**config.mk**
```make
export PLATFORM = sky130hd
export DESIGN_NAME = board_top
export DESIGN_NICKNAME = d
export VERILOG_FILES = /design/src/common/board_pkg.sv /design/src/board_top.sv /design/src/seg_digit_scan.sv /design/src/i2s/i2s_rx_fsm.sv /design/src/i2s/i2s_clock_gen.sv
export VERILOG_INCLUDE_DIRS = /design/src /design/src/common
export SDC_FILE = /design/constraint.sdc
export NUM_CORES = 1
export LEC_CHECK = 0
export ABC_AREA = 1
export BUFFER_PORTS_ARGS = -buffer_cell sky130_fd_sc_hd__clkbuf_2
export CORE_MARGIN = 2
export CORE_UTILIZATION = 42
export CTS_BUF_LIST = sky130_fd_sc_hd__clkbuf_16
export DETAILED_ROUTE_END_ITERATION = 6
export SYNTH_ARGS = -nofsm -noshare
export SYNTH_HDL_FRONTEND = slang
export SYNTH_HIERARCHICAL = 1
export SYNTH_SLANG_ARGS = --single-unit
```
**constraint.sdc**
```tcl
create_clock -name clk -period 3.1 [get_ports clk]
set_input_delay 0.775 -clock clk [delete_from_list [all_inputs] [get_ports clk]]
set_output_delay 0.775 -clock clk [all_outputs]
set_load 0.05 [all_outputs]
```
**src/common/board_defines.svh**
```systemverilog
`ifndef BOARD_DEFINES_SVH
`define BOARD_DEFINES_SVH

//----------------------------------------
// I2S timing
//----------------------------------------

// clk cycles per serial clock half period
`define SCK_HALF      2

// Serial clock periods per channel slot
`define SLOT_BITS     32

// Bits captured per microphone sample
`define SAMPLE_BITS   24

//----------------------------------------
// Display timing
//----------------------------------------

`define SCAN_TICKS    8   // clk cycles per digit, short for simulation
`define NUM_DIGITS    8   // HEX outputs on the board
`define SHOWN_DIGITS  6   // Digits that carry sample nibbles

`endif
```
**src/common/board_pkg.sv**
```systemverilog
`default_nettype none

`include "board_defines.svh"

package board_pkg;

    typedef logic [`SAMPLE_BITS - 1:0] sample_t;   // One microphone sample
    typedef logic [7:0]                seg_t;      // abcdefgh, h is the decimal point
    typedef logic [`NUM_DIGITS - 1:0]  digit_sel_t; // One-hot digit select

    // Standard seven-segment glyphs, decimal point off
    function automatic seg_t hex_to_seg(input logic [3:0] nibble);
        case (nibble)
            4'h0:    return 8'b1111_1100;
            4'h1:    return 8'b0110_0000;
            4'h2:    return 8'b1101_1010;
            4'h3:    return 8'b1111_0010;
            4'h4:    return 8'b0110_0110;
            4'h5:    return 8'b1011_0110;
            4'h6:    return 8'b1011_1110;
            4'h7:    return 8'b1110_0000;
            4'h8:    return 8'b1111_1110;
            4'h9:    return 8'b1111_0110;
            4'ha:    return 8'b1110_1110;
            4'hb:    return 8'b0011_1110;
            4'hc:    return 8'b1001_1100;
            4'hd:    return 8'b0111_1010;
            4'he:    return 8'b1001_1110;
            default: return 8'b1000_1110; // F
        endcase
    endfunction

endpackage

`default_nettype wire

```
**src/board_top.sv**
```systemverilog
`default_nettype none

`include "board_defines.svh"

module board_top
(
    input  logic                       clk,
    input  logic                       rst,
    input  logic                       sd,
    output logic                       lr,
    output logic                       sck,
    output logic                       ws,
    output logic [6:0]                 hex0,
    output logic [6:0]                 hex1,
    output logic [6:0]                 hex2,
    output logic [6:0]                 hex3,
    output logic [6:0]                 hex4,
    output logic [6:0]                 hex5,
    output logic [6:0]                 hex6,
    output logic [6:0]                 hex7,
    output logic [`NUM_DIGITS - 1:0]   led
);

    import board_pkg::*;

    logic       sck_rise;
    sample_t    sample;
    logic       sample_valid;
    digit_sel_t digit;
    seg_t       abcdefgh;
    seg_t       hgfedcba;
    logic [6:0] hex [`NUM_DIGITS];

    assign lr = 1'b0;             // Microphone answers in the left slot

    //----------------------------------------
    // Microphone side
    //----------------------------------------

    i2s_clock_gen u_clock_gen
    (
        .clk      ( clk      ),
        .rst      ( rst      ),
        .sck      ( sck      ),
        .ws       ( ws       ),
        .sck_rise ( sck_rise ),
        .sck_fall (          )
    );

    i2s_rx_fsm u_rx
    (
        .clk          ( clk          ),
        .rst          ( rst          ),
        .ws           ( ws           ),
        .sd           ( sd           ),
        .sck_rise     ( sck_rise     ),
        .sample       ( sample       ),
        .sample_valid ( sample_valid )
    );

    //----------------------------------------
    // Display side
    //----------------------------------------

    seg_digit_scan u_scan
    (
        .clk          ( clk          ),
        .rst          ( rst          ),
        .sample       ( sample       ),
        .sample_valid ( sample_valid ),
        .digit        ( digit        ),
        .abcdefgh     ( abcdefgh     )
    );

    // Board segment order is hgfedcba
    always_comb
    begin
        for (int i = 0; i < $bits(seg_t); i++)
            hgfedcba[i] = abcdefgh[$bits(seg_t) - 1 - i];
    end

    for (genvar n = 0; n < `NUM_DIGITS; n++)
    begin : g_digit
        assign hex[n] = digit[n] ? ~hgfedcba[6:0] : '1;   // Active-low segments
        assign led[n] = digit[n] ?  hgfedcba[7]   : 1'b0; // Decimal point
    end

    assign hex0 = hex[0];
    assign hex1 = hex[1];
    assign hex2 = hex[2];
    assign hex3 = hex[3];
    assign hex4 = hex[4];
    assign hex5 = hex[5];
    assign hex6 = hex[6];
    assign hex7 = hex[7];

endmodule

`default_nettype wire

```
**src/seg_digit_scan.sv**
```systemverilog
`default_nettype none

`include "board_defines.svh"

module seg_digit_scan
(
    input  logic                  clk,
    input  logic                  rst,
    input  board_pkg::sample_t    sample,
    input  logic                  sample_valid,
    output board_pkg::digit_sel_t digit,
    output board_pkg::seg_t       abcdefgh
);

    import board_pkg::*;

    localparam int TICK_W = $clog2(`SCAN_TICKS);
    localparam int IDX_W  = $clog2(`NUM_DIGITS);

    sample_t             sample_q;   // Value on display
    logic [TICK_W - 1:0] tick_cnt;
    logic [IDX_W - 1:0]  idx;        // Binary index of the active digit
    seg_t                glyph;

    always_ff @(posedge clk or posedge rst)
    begin
        if (rst)
            sample_q <= '0;
        else if (sample_valid)
            sample_q <= sample;    // Newer sample simply overwrites
    end

    //----------------------------------------
    // Scan timer
    //----------------------------------------

    always_ff @(posedge clk or posedge rst)
    begin
        if (rst)
        begin
            digit    <= '0;
            idx      <= '0;
            tick_cnt <= '0;
        end
        else if (digit == '0)
        begin
            // First cycle out of reset enables digit 0
            digit    <= digit_sel_t'(1);
            idx      <= '0;
            tick_cnt <= '0;
        end
        else if (tick_cnt == TICK_W'(`SCAN_TICKS - 1))
        begin
            tick_cnt <= '0;
            digit    <= {digit[`NUM_DIGITS - 2:0], digit[`NUM_DIGITS - 1]};
            if (idx == IDX_W'(`NUM_DIGITS - 1))
                idx <= '0;
            else
                idx <= idx + 1'b1;
        end
        else
            tick_cnt <= tick_cnt + 1'b1;
    end

    //----------------------------------------
    // Glyph decode
    //----------------------------------------

    always_comb
    begin
        if (idx < IDX_W'(`SHOWN_DIGITS))
            glyph = hex_to_seg(sample_q[idx * 4 +: 4]);
        else
            glyph = '0;            // Unused digits stay blank

        // Decimal point on the top digit marks a negative sample
        if (idx == IDX_W'(`SHOWN_DIGITS - 1))
            glyph[0] = sample_q[`SAMPLE_BITS - 1];
    end

    assign abcdefgh = glyph;

endmodule

`default_nettype wire

```
**src/i2s/i2s_rx_fsm.sv**
```systemverilog
`default_nettype none

`include "board_defines.svh"

module i2s_rx_fsm
(
    input  logic               clk,
    input  logic               rst,
    input  logic               ws,
    input  logic               sd,
    input  logic               sck_rise,
    output board_pkg::sample_t sample,
    output logic               sample_valid
);

    import board_pkg::*;

    localparam int CNT_W = $clog2(`SAMPLE_BITS);

    typedef enum logic [1:0]
    {
        wait_left,
        skip,
        shift,
        idle_right
    } state_t;

    state_t             state;
    logic               ws_q;
    logic [CNT_W - 1:0] bit_cnt;
    logic               last_bit;
    sample_t            shift_q;

    assign last_bit = sck_rise && (bit_cnt == CNT_W'(`SAMPLE_BITS - 1));

    //----------------------------------------
    // Control
    //----------------------------------------

    always_ff @(posedge clk or posedge rst)
    begin
        if (rst)
        begin
            state        <= wait_left;
            ws_q         <= 1'b0;
            bit_cnt      <= '0;
            sample_valid <= 1'b0;
        end
        else
        begin
            ws_q         <= ws;
            sample_valid <= 1'b0;

            case (state)
                wait_left:
                    if (ws_q && !ws)          // Left slot starts
                        state <= skip;
                skip:
                    if (sck_rise)             // One-bit I2S delay
                    begin
                        state   <= shift;
                        bit_cnt <= '0;
                    end
                shift:
                    if (last_bit)
                    begin
                        state        <= idle_right;
                        sample_valid <= 1'b1;
                    end
                    else if (sck_rise)
                        bit_cnt <= bit_cnt + 1'b1;
                default:
                    if (ws)                   // Right slot, nothing to take
                        state <= wait_left;
            endcase
        end
    end

    //----------------------------------------
    // Data path
    //----------------------------------------

    always_ff @(posedge clk)
    begin
        if (state == shift && sck_rise)
            shift_q <= {shift_q[`SAMPLE_BITS - 2:0], sd}; // MSB first

        if (state == shift && last_bit)
            sample <= {shift_q[`SAMPLE_BITS - 2:0], sd};
    end

endmodule

`default_nettype wire

```
**src/i2s/i2s_clock_gen.sv**
```systemverilog
`default_nettype none

`include "board_defines.svh"

module i2s_clock_gen
(
    input  logic clk,
    input  logic rst,
    output logic sck,
    output logic ws,
    output logic sck_rise,
    output logic sck_fall
);

    localparam int HALF_W = $clog2(`SCK_HALF + 1);
    localparam int SLOT_W = $clog2(`SLOT_BITS);

    logic [HALF_W - 1:0] half_cnt;
    logic [SLOT_W - 1:0] bit_cnt;   // sck periods completed in the slot
    logic                half_end;

    assign half_end = (half_cnt == HALF_W'(`SCK_HALF - 1));

    always_ff @(posedge clk or posedge rst)
    begin
        if (rst)
        begin
            half_cnt <= '0;
            bit_cnt  <= '0;
            sck      <= 1'b0;
            ws       <= 1'b0;     // Left slot first
            sck_rise <= 1'b0;
            sck_fall <= 1'b0;
        end
        else
        begin
            sck_rise <= half_end & ~sck;
            sck_fall <= half_end &  sck;

            if (half_end)
            begin
                half_cnt <= '0;
                sck      <= ~sck;

                // Falling edge closes one sck period
                if (sck)
                begin
                    if (bit_cnt == SLOT_W'(`SLOT_BITS - 1))
                    begin
                        bit_cnt <= '0;
                        ws      <= ~ws;   // Switch channel with the fall
                    end
                    else
                        bit_cnt <= bit_cnt + 1'b1;
                end
            end
            else
                half_cnt <= half_cnt + 1'b1;
        end
    end

endmodule

`default_nettype wire

```
* After elaboration in Yosys (flattened, before gate mapping) *
Memories as Yosys holds them, arrays and structs flattened.
Cells that the tools add are included.

cells by class
  add/subtract/negate cells = 5
  order comparisons = 1
  equal/unequal tests = 13
  shifts and indexed selects = 1
  muxes and demuxes = 38
  bitwise logic cells = 4
  reduce and logical (&&, ||, !) cells = 14

operators with widths
  kind                                            count
  2-to-1 mux 7 bit                                8
  2-to-1 mux 8 bit                                3
  indexed part select 24 x 6 -> 4 bit             1
  2-to-1 mux 5 bit                                4
  2-to-1 mux 3 bit                                5
  2-to-1 mux 1 bit                                11
  adder 5 x 1 -> 5 bit (second input constant)    2
  == test 5 bit (second input constant)           2
  2-to-1 mux 2 bit                                5
  case mux 5 bit (2 select lines)                 1
  == test 3 bit (second input constant)           3
  logical NOT 8 bit                               1
  AND reduction 4 bit                             2
  NOT 7 bit                                       1
  adder 3 x 1 -> 3 bit (second input constant)    2
  != test 2 bit (second input constant)           3
  case mux 2 bit (3 select lines)                 1
  == test 2 x 1 -> 1 bit (second input constant)  2
  logical AND 1 bit                               4
  != test 2 x 1 -> 1 bit (second input constant)  2
  nonzero test 2 bit                              2
  nonzero test 4 bit                              1
  < comparator 3 bit (second input constant)      1
  AND reduction 3 bit                             1
  7 further kinds                                 8

storage, ports and cells
  register bits after elaboration = 104
  ROM bits = 112
  output and inout port bits = 67
  memories kept = 1

memories
  name             words  bits a word  read ports  clocked after Yosys merged registers in  write ports  line             RTL
  (no name shown)  16     7            1           0                                        0            board_pkg.sv:13  case (nibble)

* Logic depth before layout (Yosys ltp) *
Gate-level depths: netlist of run 1.
An unclocked memory read counts as a cell.

  word-level depth = 5
  mapped depth = 15

* Cells and area by module *
Netlist of run 1, hierarchy kept.

by module, submodules not included
  module          instances  cells each  area each (um^2)  sequential area each (um^2)
  seg_digit_scan  1          244         2,048.2           950.9
  i2s_rx_fsm      1          119         2,030.7           1,636.6
  i2s_clock_gen   1          47          465.4             275.3
  board_top       1          90          431.7             0.0

* Worst setup path before layout of run 1 *
Ideal clock, no wire load.

  path type = register to output
  from = register u_scan.idx[0]
  to = output port hex7[3]
  arrival time = 2.066 ns
  path slack = 0.259 ns
  cell stages (with the launch flop) = 16
  path buffers = 2
  path through = dfrtp_1 > inv_2 > buf_6 > nand2_1 > nand3_1 > nand2_1 > nand2_1 > nand2_2 > inv_1 > ha_1 > nand2_1 > nand2_1 > o21ai_1 > nor2_1 > buf_4 > nand2_1

between the ends
  cells in the longest elaborated chain, start to end = 5
  elaborated cells between the ends (all ways) = 6

RTL lines
  item                                 line                  RTL
  start: declaration                   seg_digit_scan.sv:22  logic [IDX_W - 1:0] idx;
  start signal: assignment             seg_digit_scan.sv:59  idx <= idx + 1'b1;
  indexed part select 24 x 6 -> 4 bit  seg_digit_scan.sv:72  glyph = hex_to_seg(sample_q[idx * 4 +: 4]);
  memory read (16 x 7 bit)             --
  2-to-1 mux 8 bit (*)                 seg_digit_scan.sv:71  if (idx < IDX_W'(`SHOWN_DIGITS))
  via abcdefgh[4]                      board_top.sv:30       seg_t abcdefgh;
  NOT 7 bit (*)                        board_top.sv:84       assign hex[n] = digit[n] ? ~hgfedcba[6:0] : '1;
  2-to-1 mux 7 bit (*)                 board_top.sv:84
  end: declaration                     board_top.sv:20       output logic [6:0] hex7,

Mark *: on every way through the listed nets, which the timed path passes. The rest lies on a longest branch.

* Worst setup path in the final report of run 1 *
Same ends and word-level chain as after synthesis.

==> summary.txt, run 1 <==
I/O Pins - 70
CP max stage cell - dfrtp_2
failing checks - setup timing
drt drc - 0
yosys warns - 6
die area - 12,670 um^2
fmax - 317.6 MHz
core box area - 11,470 um^2
Switching Fraction - 0.1953
CP required - 2.32 ns
first-pass GRT wire length - 16,920 um
Final Hold Fails - 0
critical path launch point type - flop
RSZ-0062 raised after global routing - yes
Power, Total - 2511 uW
setup ws final - -0.04828 ns
Filler cells - 897
Register Area - 2840 um^2
Sink Count - 104
most frequent cells in the layout - 100 x nand2_1, 55 x dfrtp_1, 52 x inv_1, 47 x nand2_2, 47 x edfxtp_1
post-route cell area - 6725 um^2
post-synthesis cell count - 499
Cell Area, Placed - 5390 um^2
TNS Setup - -0.5906 ns
Syn Area/Cell - 9.922 um^2
vias in the first global route - 3,461
mapped cell area - 4951 um^2
largest net degree at the start of global routing - 39
Comb pwr share - 0.008
slowest stage delay, CP - 0.45 ns
crit path kind - reg2out
WP buf/inv - 4
drt wl/cell - 14.09 um
Slew HR - 0.3628
final setup fails - 26
via count - 3,614
CTS tree - built
status - complete, but fails checks
share of post-route cells with drive strength above 1 - 0.4020
gr ovfl total - 0
hold slack - 0.4256 ns
P_sw - 490.5 uW
Top delay family on crit path - buffers and inverters
antenna viol nets, final - 0
PwrDens - 373.4 nW/um^2
Internal Dissipation - 2021 uW
most common cell after layout, fill and taps aside - nand2_1
Seq pwr share - 0.570
num rows - 39
critical-path cell list - buf_4 > a21oi_4 > o21ai_4 > nand2_4 > inv_4 > ha_4 > nand2_2 > nand2_2 > o21ai_2 > nor2_4 > buf_12 > nand2_2 > buf_8
Final min period - 3.148 ns
CP Max Fanout - 9
gr usage total - 0.1655
Final period util - 1.016
Hold/Removal Path Class - in2async
VDD IR max - 0.3042 mV
diodes inserted - 0
CTS clk-pin slew, worst paths - 0.07 ns
Port Buffer Count - 68
first-pass detailed-route iteration total - 4
Synth Net Count - 520
critical path arrival - 2.37 ns
antenna violations before repair - 0
clock skew - 0.006724 ns
post-DP HPWL - 6542 um
Num CTS Buffers - 9
Starting Density - 0.4318
Least-Margin Pin Slew - 0.9557 ns
Layout Area Growth over Synthesis - 35.84%
Detailed Route WL - 10,360 um
max_cap viols - 0
Multi-input gate area - 2037 um^2
worst skew pair latency - 0.34 ns
clock root cell - clkbuf_16
# H-tree levels - 3
Die Y - 112.6 um
die span in x - 112.6 um
static leakage - 0.003079 uW
most frequent cell on the critical path - nand2_2
Iter 0 DRT Violations - 207
Bufs on Longest Clock Path - 2
nets - 608
GPL Wtd Cong - 0.8681
Setup crit end kind - output port
Clk network pwr share - 0.422
Via density - 4.917
Slew Limit Fails - 0
## power groups by stage
stage | logic, uW | registers (uW) | clock network (uW)
floorplan | 14.7 | 1460 | 0
global placement | 20.9 | 1460 | 0
detailed placement | 21.0 | 1460 | 0
CTS | 21.2 | 1430 | 1090
global route | 23.8 | 1430 | 1150
finish | 19.9 | 1430 | 1060
## area by class of cell
class / count / area share
flip-flops and latches: 104 / 0.4223
multi-input cells: 313 / 0.3029
repair buffers: 103 / 0.1736
clock buffers: 10 / 0.03721
inverters: 56 / 0.03237
well taps: 143 / 0.02660
clock inverters: 6 / 0.005023
## timing repair
action	in CTS	in global routing
hold buffers	0	0
buffers inserted	11	6
pin swaps	20	18
gates resized for setup	139	140
setup endpoints to repair	56	56
## sequential cells by signal, indices dropped and copies added (netlist names)
signal / cells
u_clock_gen/bit_cnt: 5
u_clock_gen/half_cnt: 2
u_clock_gen/sck: 1
u_clock_gen/sck_rise: 1
u_clock_gen/ws: 1
u_rx/bit_cnt: 5
u_rx/sample: 24
u_rx/sample_valid: 1
u_rx/shift_q: 23
u_rx/state: 2
u_rx/ws_q: 1
u_scan/digit: 8
u_scan/idx: 3
u_scan/sample_q: 24
u_scan/tick_cnt: 3
## metrics by stage
| stage | utilization | cells | setup WS, ns |
|---|---|---|---|
| floorplan | - | 499 | 0.2587 |
| global placement | 0.4700 | 702 | 0.03230 |
| detailed placement | 0.4700 | 702 | -0.1156 |
| CTS | 0.5499 | 729 | -0.01764 |
| global route | 0.5865 | 735 | -0.1971 |
| finish | 0.5865 | 735 | -0.04828 |
## path summary, 6_finish.rpt
kind	from	end	slack (ns)	cells after the start
worst max-delay path	u_scan/idx[0]	hex7[3]	-0.05	13
worst min-delay path	rst	u_rx/bit_cnt[4]	0.43	2
worst max register to register	u_scan/digit[3]	u_scan/idx[0]	0.91	6
worst min register to register	u_rx/shift_q[22]	u_rx/sample[23]	0.43	0
max in group asynchronous	rst	u_scan/idx[0]	2.17	3
min in group clk	u_rx/shift_q[22]	u_rx/sample[23]	0.43	0
## layer usage
layer	GRT usage	vias up	part of all wire
met5	0	-	0
met1	0.2052	1726	0.43
met2	0.2766	101	0.49
li1	-	1768	-
met4	0.06179	0	0.025
met3	0.04644	19	0.050
No activity file was read; power rests on OpenSTA's default activity.
==> inputs of run 2 (changes only) <==
==> constraint.sdc (replaced) <==
create_clock -name clk -period 3.1 [get_ports clk]
set_input_delay 0.155 -clock clk [delete_from_list [all_inputs] [get_ports clk]]
set_output_delay 0.155 -clock clk [all_outputs]
set_load 0.05 [all_outputs]
==> run 2 against run 1 <==
The flow now finishes without violations. Core utilization decreased by 9.4 points. Critical path depth unchanged. Maximum frequency increased by 12%. First-iteration DRC count decreased by 40%. Routed wire length decreased by 13%. Hold slack got worse by 0.42 ns. Clock skew increased by 0.00060 ns. Die area unchanged. Cell count decreased by 3.4%. Sequential share of layout area increased by 8.0 points. Design area decreased by 16%. Sequential cell count unchanged. Largest cell class unchanged. Highest routed layer unchanged.
==> summary.txt, run 2 (synthesis results as in run 1) <==
fmax - 357.1 MHz (+12%)
core box area - 11,470 um^2 (unchanged)
num rows - 39 (unchanged)
WP buf/inv - 4 (unchanged)
I/O Pins - 70 (unchanged)
Slew Limit Fails - 0 (unchanged)
Starting Density - 0.4318 (unchanged)
Layout Area Growth over Synthesis - 14.15%
Hold EP - u_rx/sample[0]
Register Area - 2838 um^2 (about the same)
Register-to-Register Path Depth - 4 (-2)
gr usage total - 0.1508 (-0.01467)
hold_sp - sd
# H-tree levels - 3 (unchanged)
hold depth - 1
clock skew - 0.007322 ns (+0.0005988 ns)
most frequent cells in the layout - 151 x nand2_1, 68 x clkbuf_2, 57 x dfrtp_1, 54 x inv_1, 47 x edfxtp_1
post-DP HPWL - 6574 um (+0.49%)
VDD IR max - 0.2647 mV (-13%)
status - finished clean
nets - 583 (-4.1%)
most frequent cell on the critical path - nand2_1
CP required - 2.94 ns (+0.62 ns)
Top delay family on crit path - buffers and inverters
drt drc - 0 (unchanged)
Filler cells - 1,050 (+17%)
top flop regs - u_rx/sample (24), u_scan/sample_q (24), u_rx/shift_q (23)
clock root cell - clkbuf_16
most common cell after layout, fill and taps aside - nand2_1
die span in x - 112.6 um (unchanged)
CP Max Fanout - 9 (unchanged)
GPL Wtd Cong - 0.8616 (-0.75%)
non-filler cells, final - 710 (-3.4%)
diodes inserted - 0 (unchanged)
gr ovfl total - 0 (unchanged)
setup bufs post-CTS - 0 (-11)
critical path arrival - 2.64 ns (+0.27 ns)
static leakage - 0.002513 uW (-18%)
critical-path cell list - inv_2 > nand2_1 > a21oi_1 > o21ai_1 > nand2_2 > inv_1 > ha_1 > nand2_1 > nand2_1 > a21oi_1 > buf_4 > nand2_1 > clkbuf_2
Final Hold Fails - 0 (unchanged)
share of post-route cells with drive strength above 1 - 0.2416 (-0.1604)
worst reg2reg endpoint - u_rx/shift_q[1]
vias in the first global route - 3,211 (-7.2%)
TNS Setup - 0 ns (+0.5906 ns)
max_cap viols - 0 (unchanged)
Detailed Route WL - 8963 um (-13%)
CTS tree - built
Iter 0 DRT Violations - 124 (-40%)
Slew HR - 0.3527 (-0.01010)
critical path launch point type - flop
Bufs on Longest Clock Path - 2 (unchanged)
final setup fails - 0 (-100%)
RSZ-0062 raised after global routing - no
Multi-input gate area - 1703 um^2 (-16%)
Final min period - 2.800 ns (-0.3483 ns)
Hold/Removal Path Class - in2reg
Setup crit end kind - output port
drt wl/cell - 12.62 um (-10%)
Port Buffer Count - 68 (unchanged)
CTS clk-pin slew, worst paths - 0.06 ns (about the same)
PwrDens - 453.0 nW/um^2 (+21%)
worst skew pair latency - 0.34 ns (about the same)
Die Y - 112.6 um (unchanged)
largest net degree at the start of global routing - 39 (unchanged)
Num CTS Buffers - 9 (unchanged)
Final period util - 0.9032 (-0.1124)
via count - 3,367 (-6.8%)
Least-Margin Pin Slew - 0.9709 ns (+0.01515 ns)
slowest stage delay, CP - 0.48 ns (+0.03 ns)
Sink Count - 104 (unchanged)
die area - 12,670 um^2 (unchanged)
R2R Path Start - u_rx/state[0]
first-pass detailed-route iteration total - 4 (unchanged)
antenna viol nets, final - 0 (unchanged)
FF-to-FF setup slack - 0.99 ns (+0.08 ns)
crit path kind - reg2out
antenna violations before repair - 0 (unchanged)
placed instance count - 693 (-1.3%)
first-pass GRT wire length - 15,560 um (-8.0%)
CP max stage cell - dfrtp_1
Via density - 4.742 (-3.6%)
==> run 2: changes by cell type in the layout (fill, tap and decap cells not counted), moves of 7 or more <==
cell and delta:
buf_8 -44, a21oi_1 +7, buf_4 -18, nand2_2 -35
buf_6 -15, nand2_4 -16, nand2_1 +51, clkbuf_2 +56
==> run 2: metrics by stage <==
stage,instance area [um^2],setup slack [ns],power (uW),hold WS [ns],utilization
after floorplan,4951,0.8787,1474,-0.01708,-
after global placement,5323,0.5604,1480,0.1719,0.4642
after detailed placement,5323,0.4638,1481,0.1774,0.4642
after CTS,5634,0.08912,2590,0.0003575,0.4913
after global routing,5652,0.04384,2644,0.01275,0.4929
final,5652,0.3000,2560,0.009485,0.4929
==> run 2: how the worst max path moves through the flow <==
| stage | cells after the start | from | slack [ns] | end |
|---|---|---|---|---|
| 6_report | 13 | u_scan/idx[1] | 0.30 | hex1[1] |
| 5_1_grt | 13 | u_scan/idx[0] | 0.04 | hex4[5] |
| 4_1_cts | 12 | u_scan/idx[0] | 0.09 | hex2[2] |
| 3_5_place_dp | 12 | u_scan/idx[0] | 0.46 | hex2[2] |
| 3_3_place_gp | 12 | u_scan/idx[0] | 0.56 | hex1[3] |
| 2_1_floorplan | 15 | u_scan/idx[0] | 0.88 | hex7[3] |
==> run 2: routing by layer <==
layer | global-route usage | up-vias | share of wire
met5 | 0 | - | 0
met4 | 0.05122 | 0 | 0.016
met2 | 0.2511 | 112 | 0.48
met3 | 0.03024 | 15 | 0.050
met1 | 0.1979 | 1523 | 0.46
li1 | - | 1717 | -
==> run 2: timing repair <==
item / in CTS / in global routing
resized for setup: 0 / 5
hold endpoints to repair: 57 / 0
hold buffers: 1 / 0
endpoints found under the setup margin: 0 / 19
==> run 2: cell type report <==
class	count	share of cell area
Timing Repair Buffer	78	0.07394
Tap cell	143	0.03166
Multi-Input combinational cell	313	0.3013
Clock inverter	5	0.004649
Inverter	56	0.03764
Sequential cell	104	0.5021
Clock buffer	11	0.04870
==> run 2: report_power, final <==
part	total (uW)	switching, uW	internal [uW]
Sequential	1430	0	1430
Clock	1110	471	637
Combinational	20.5	17.7	2.82
Total	2560	489	2070
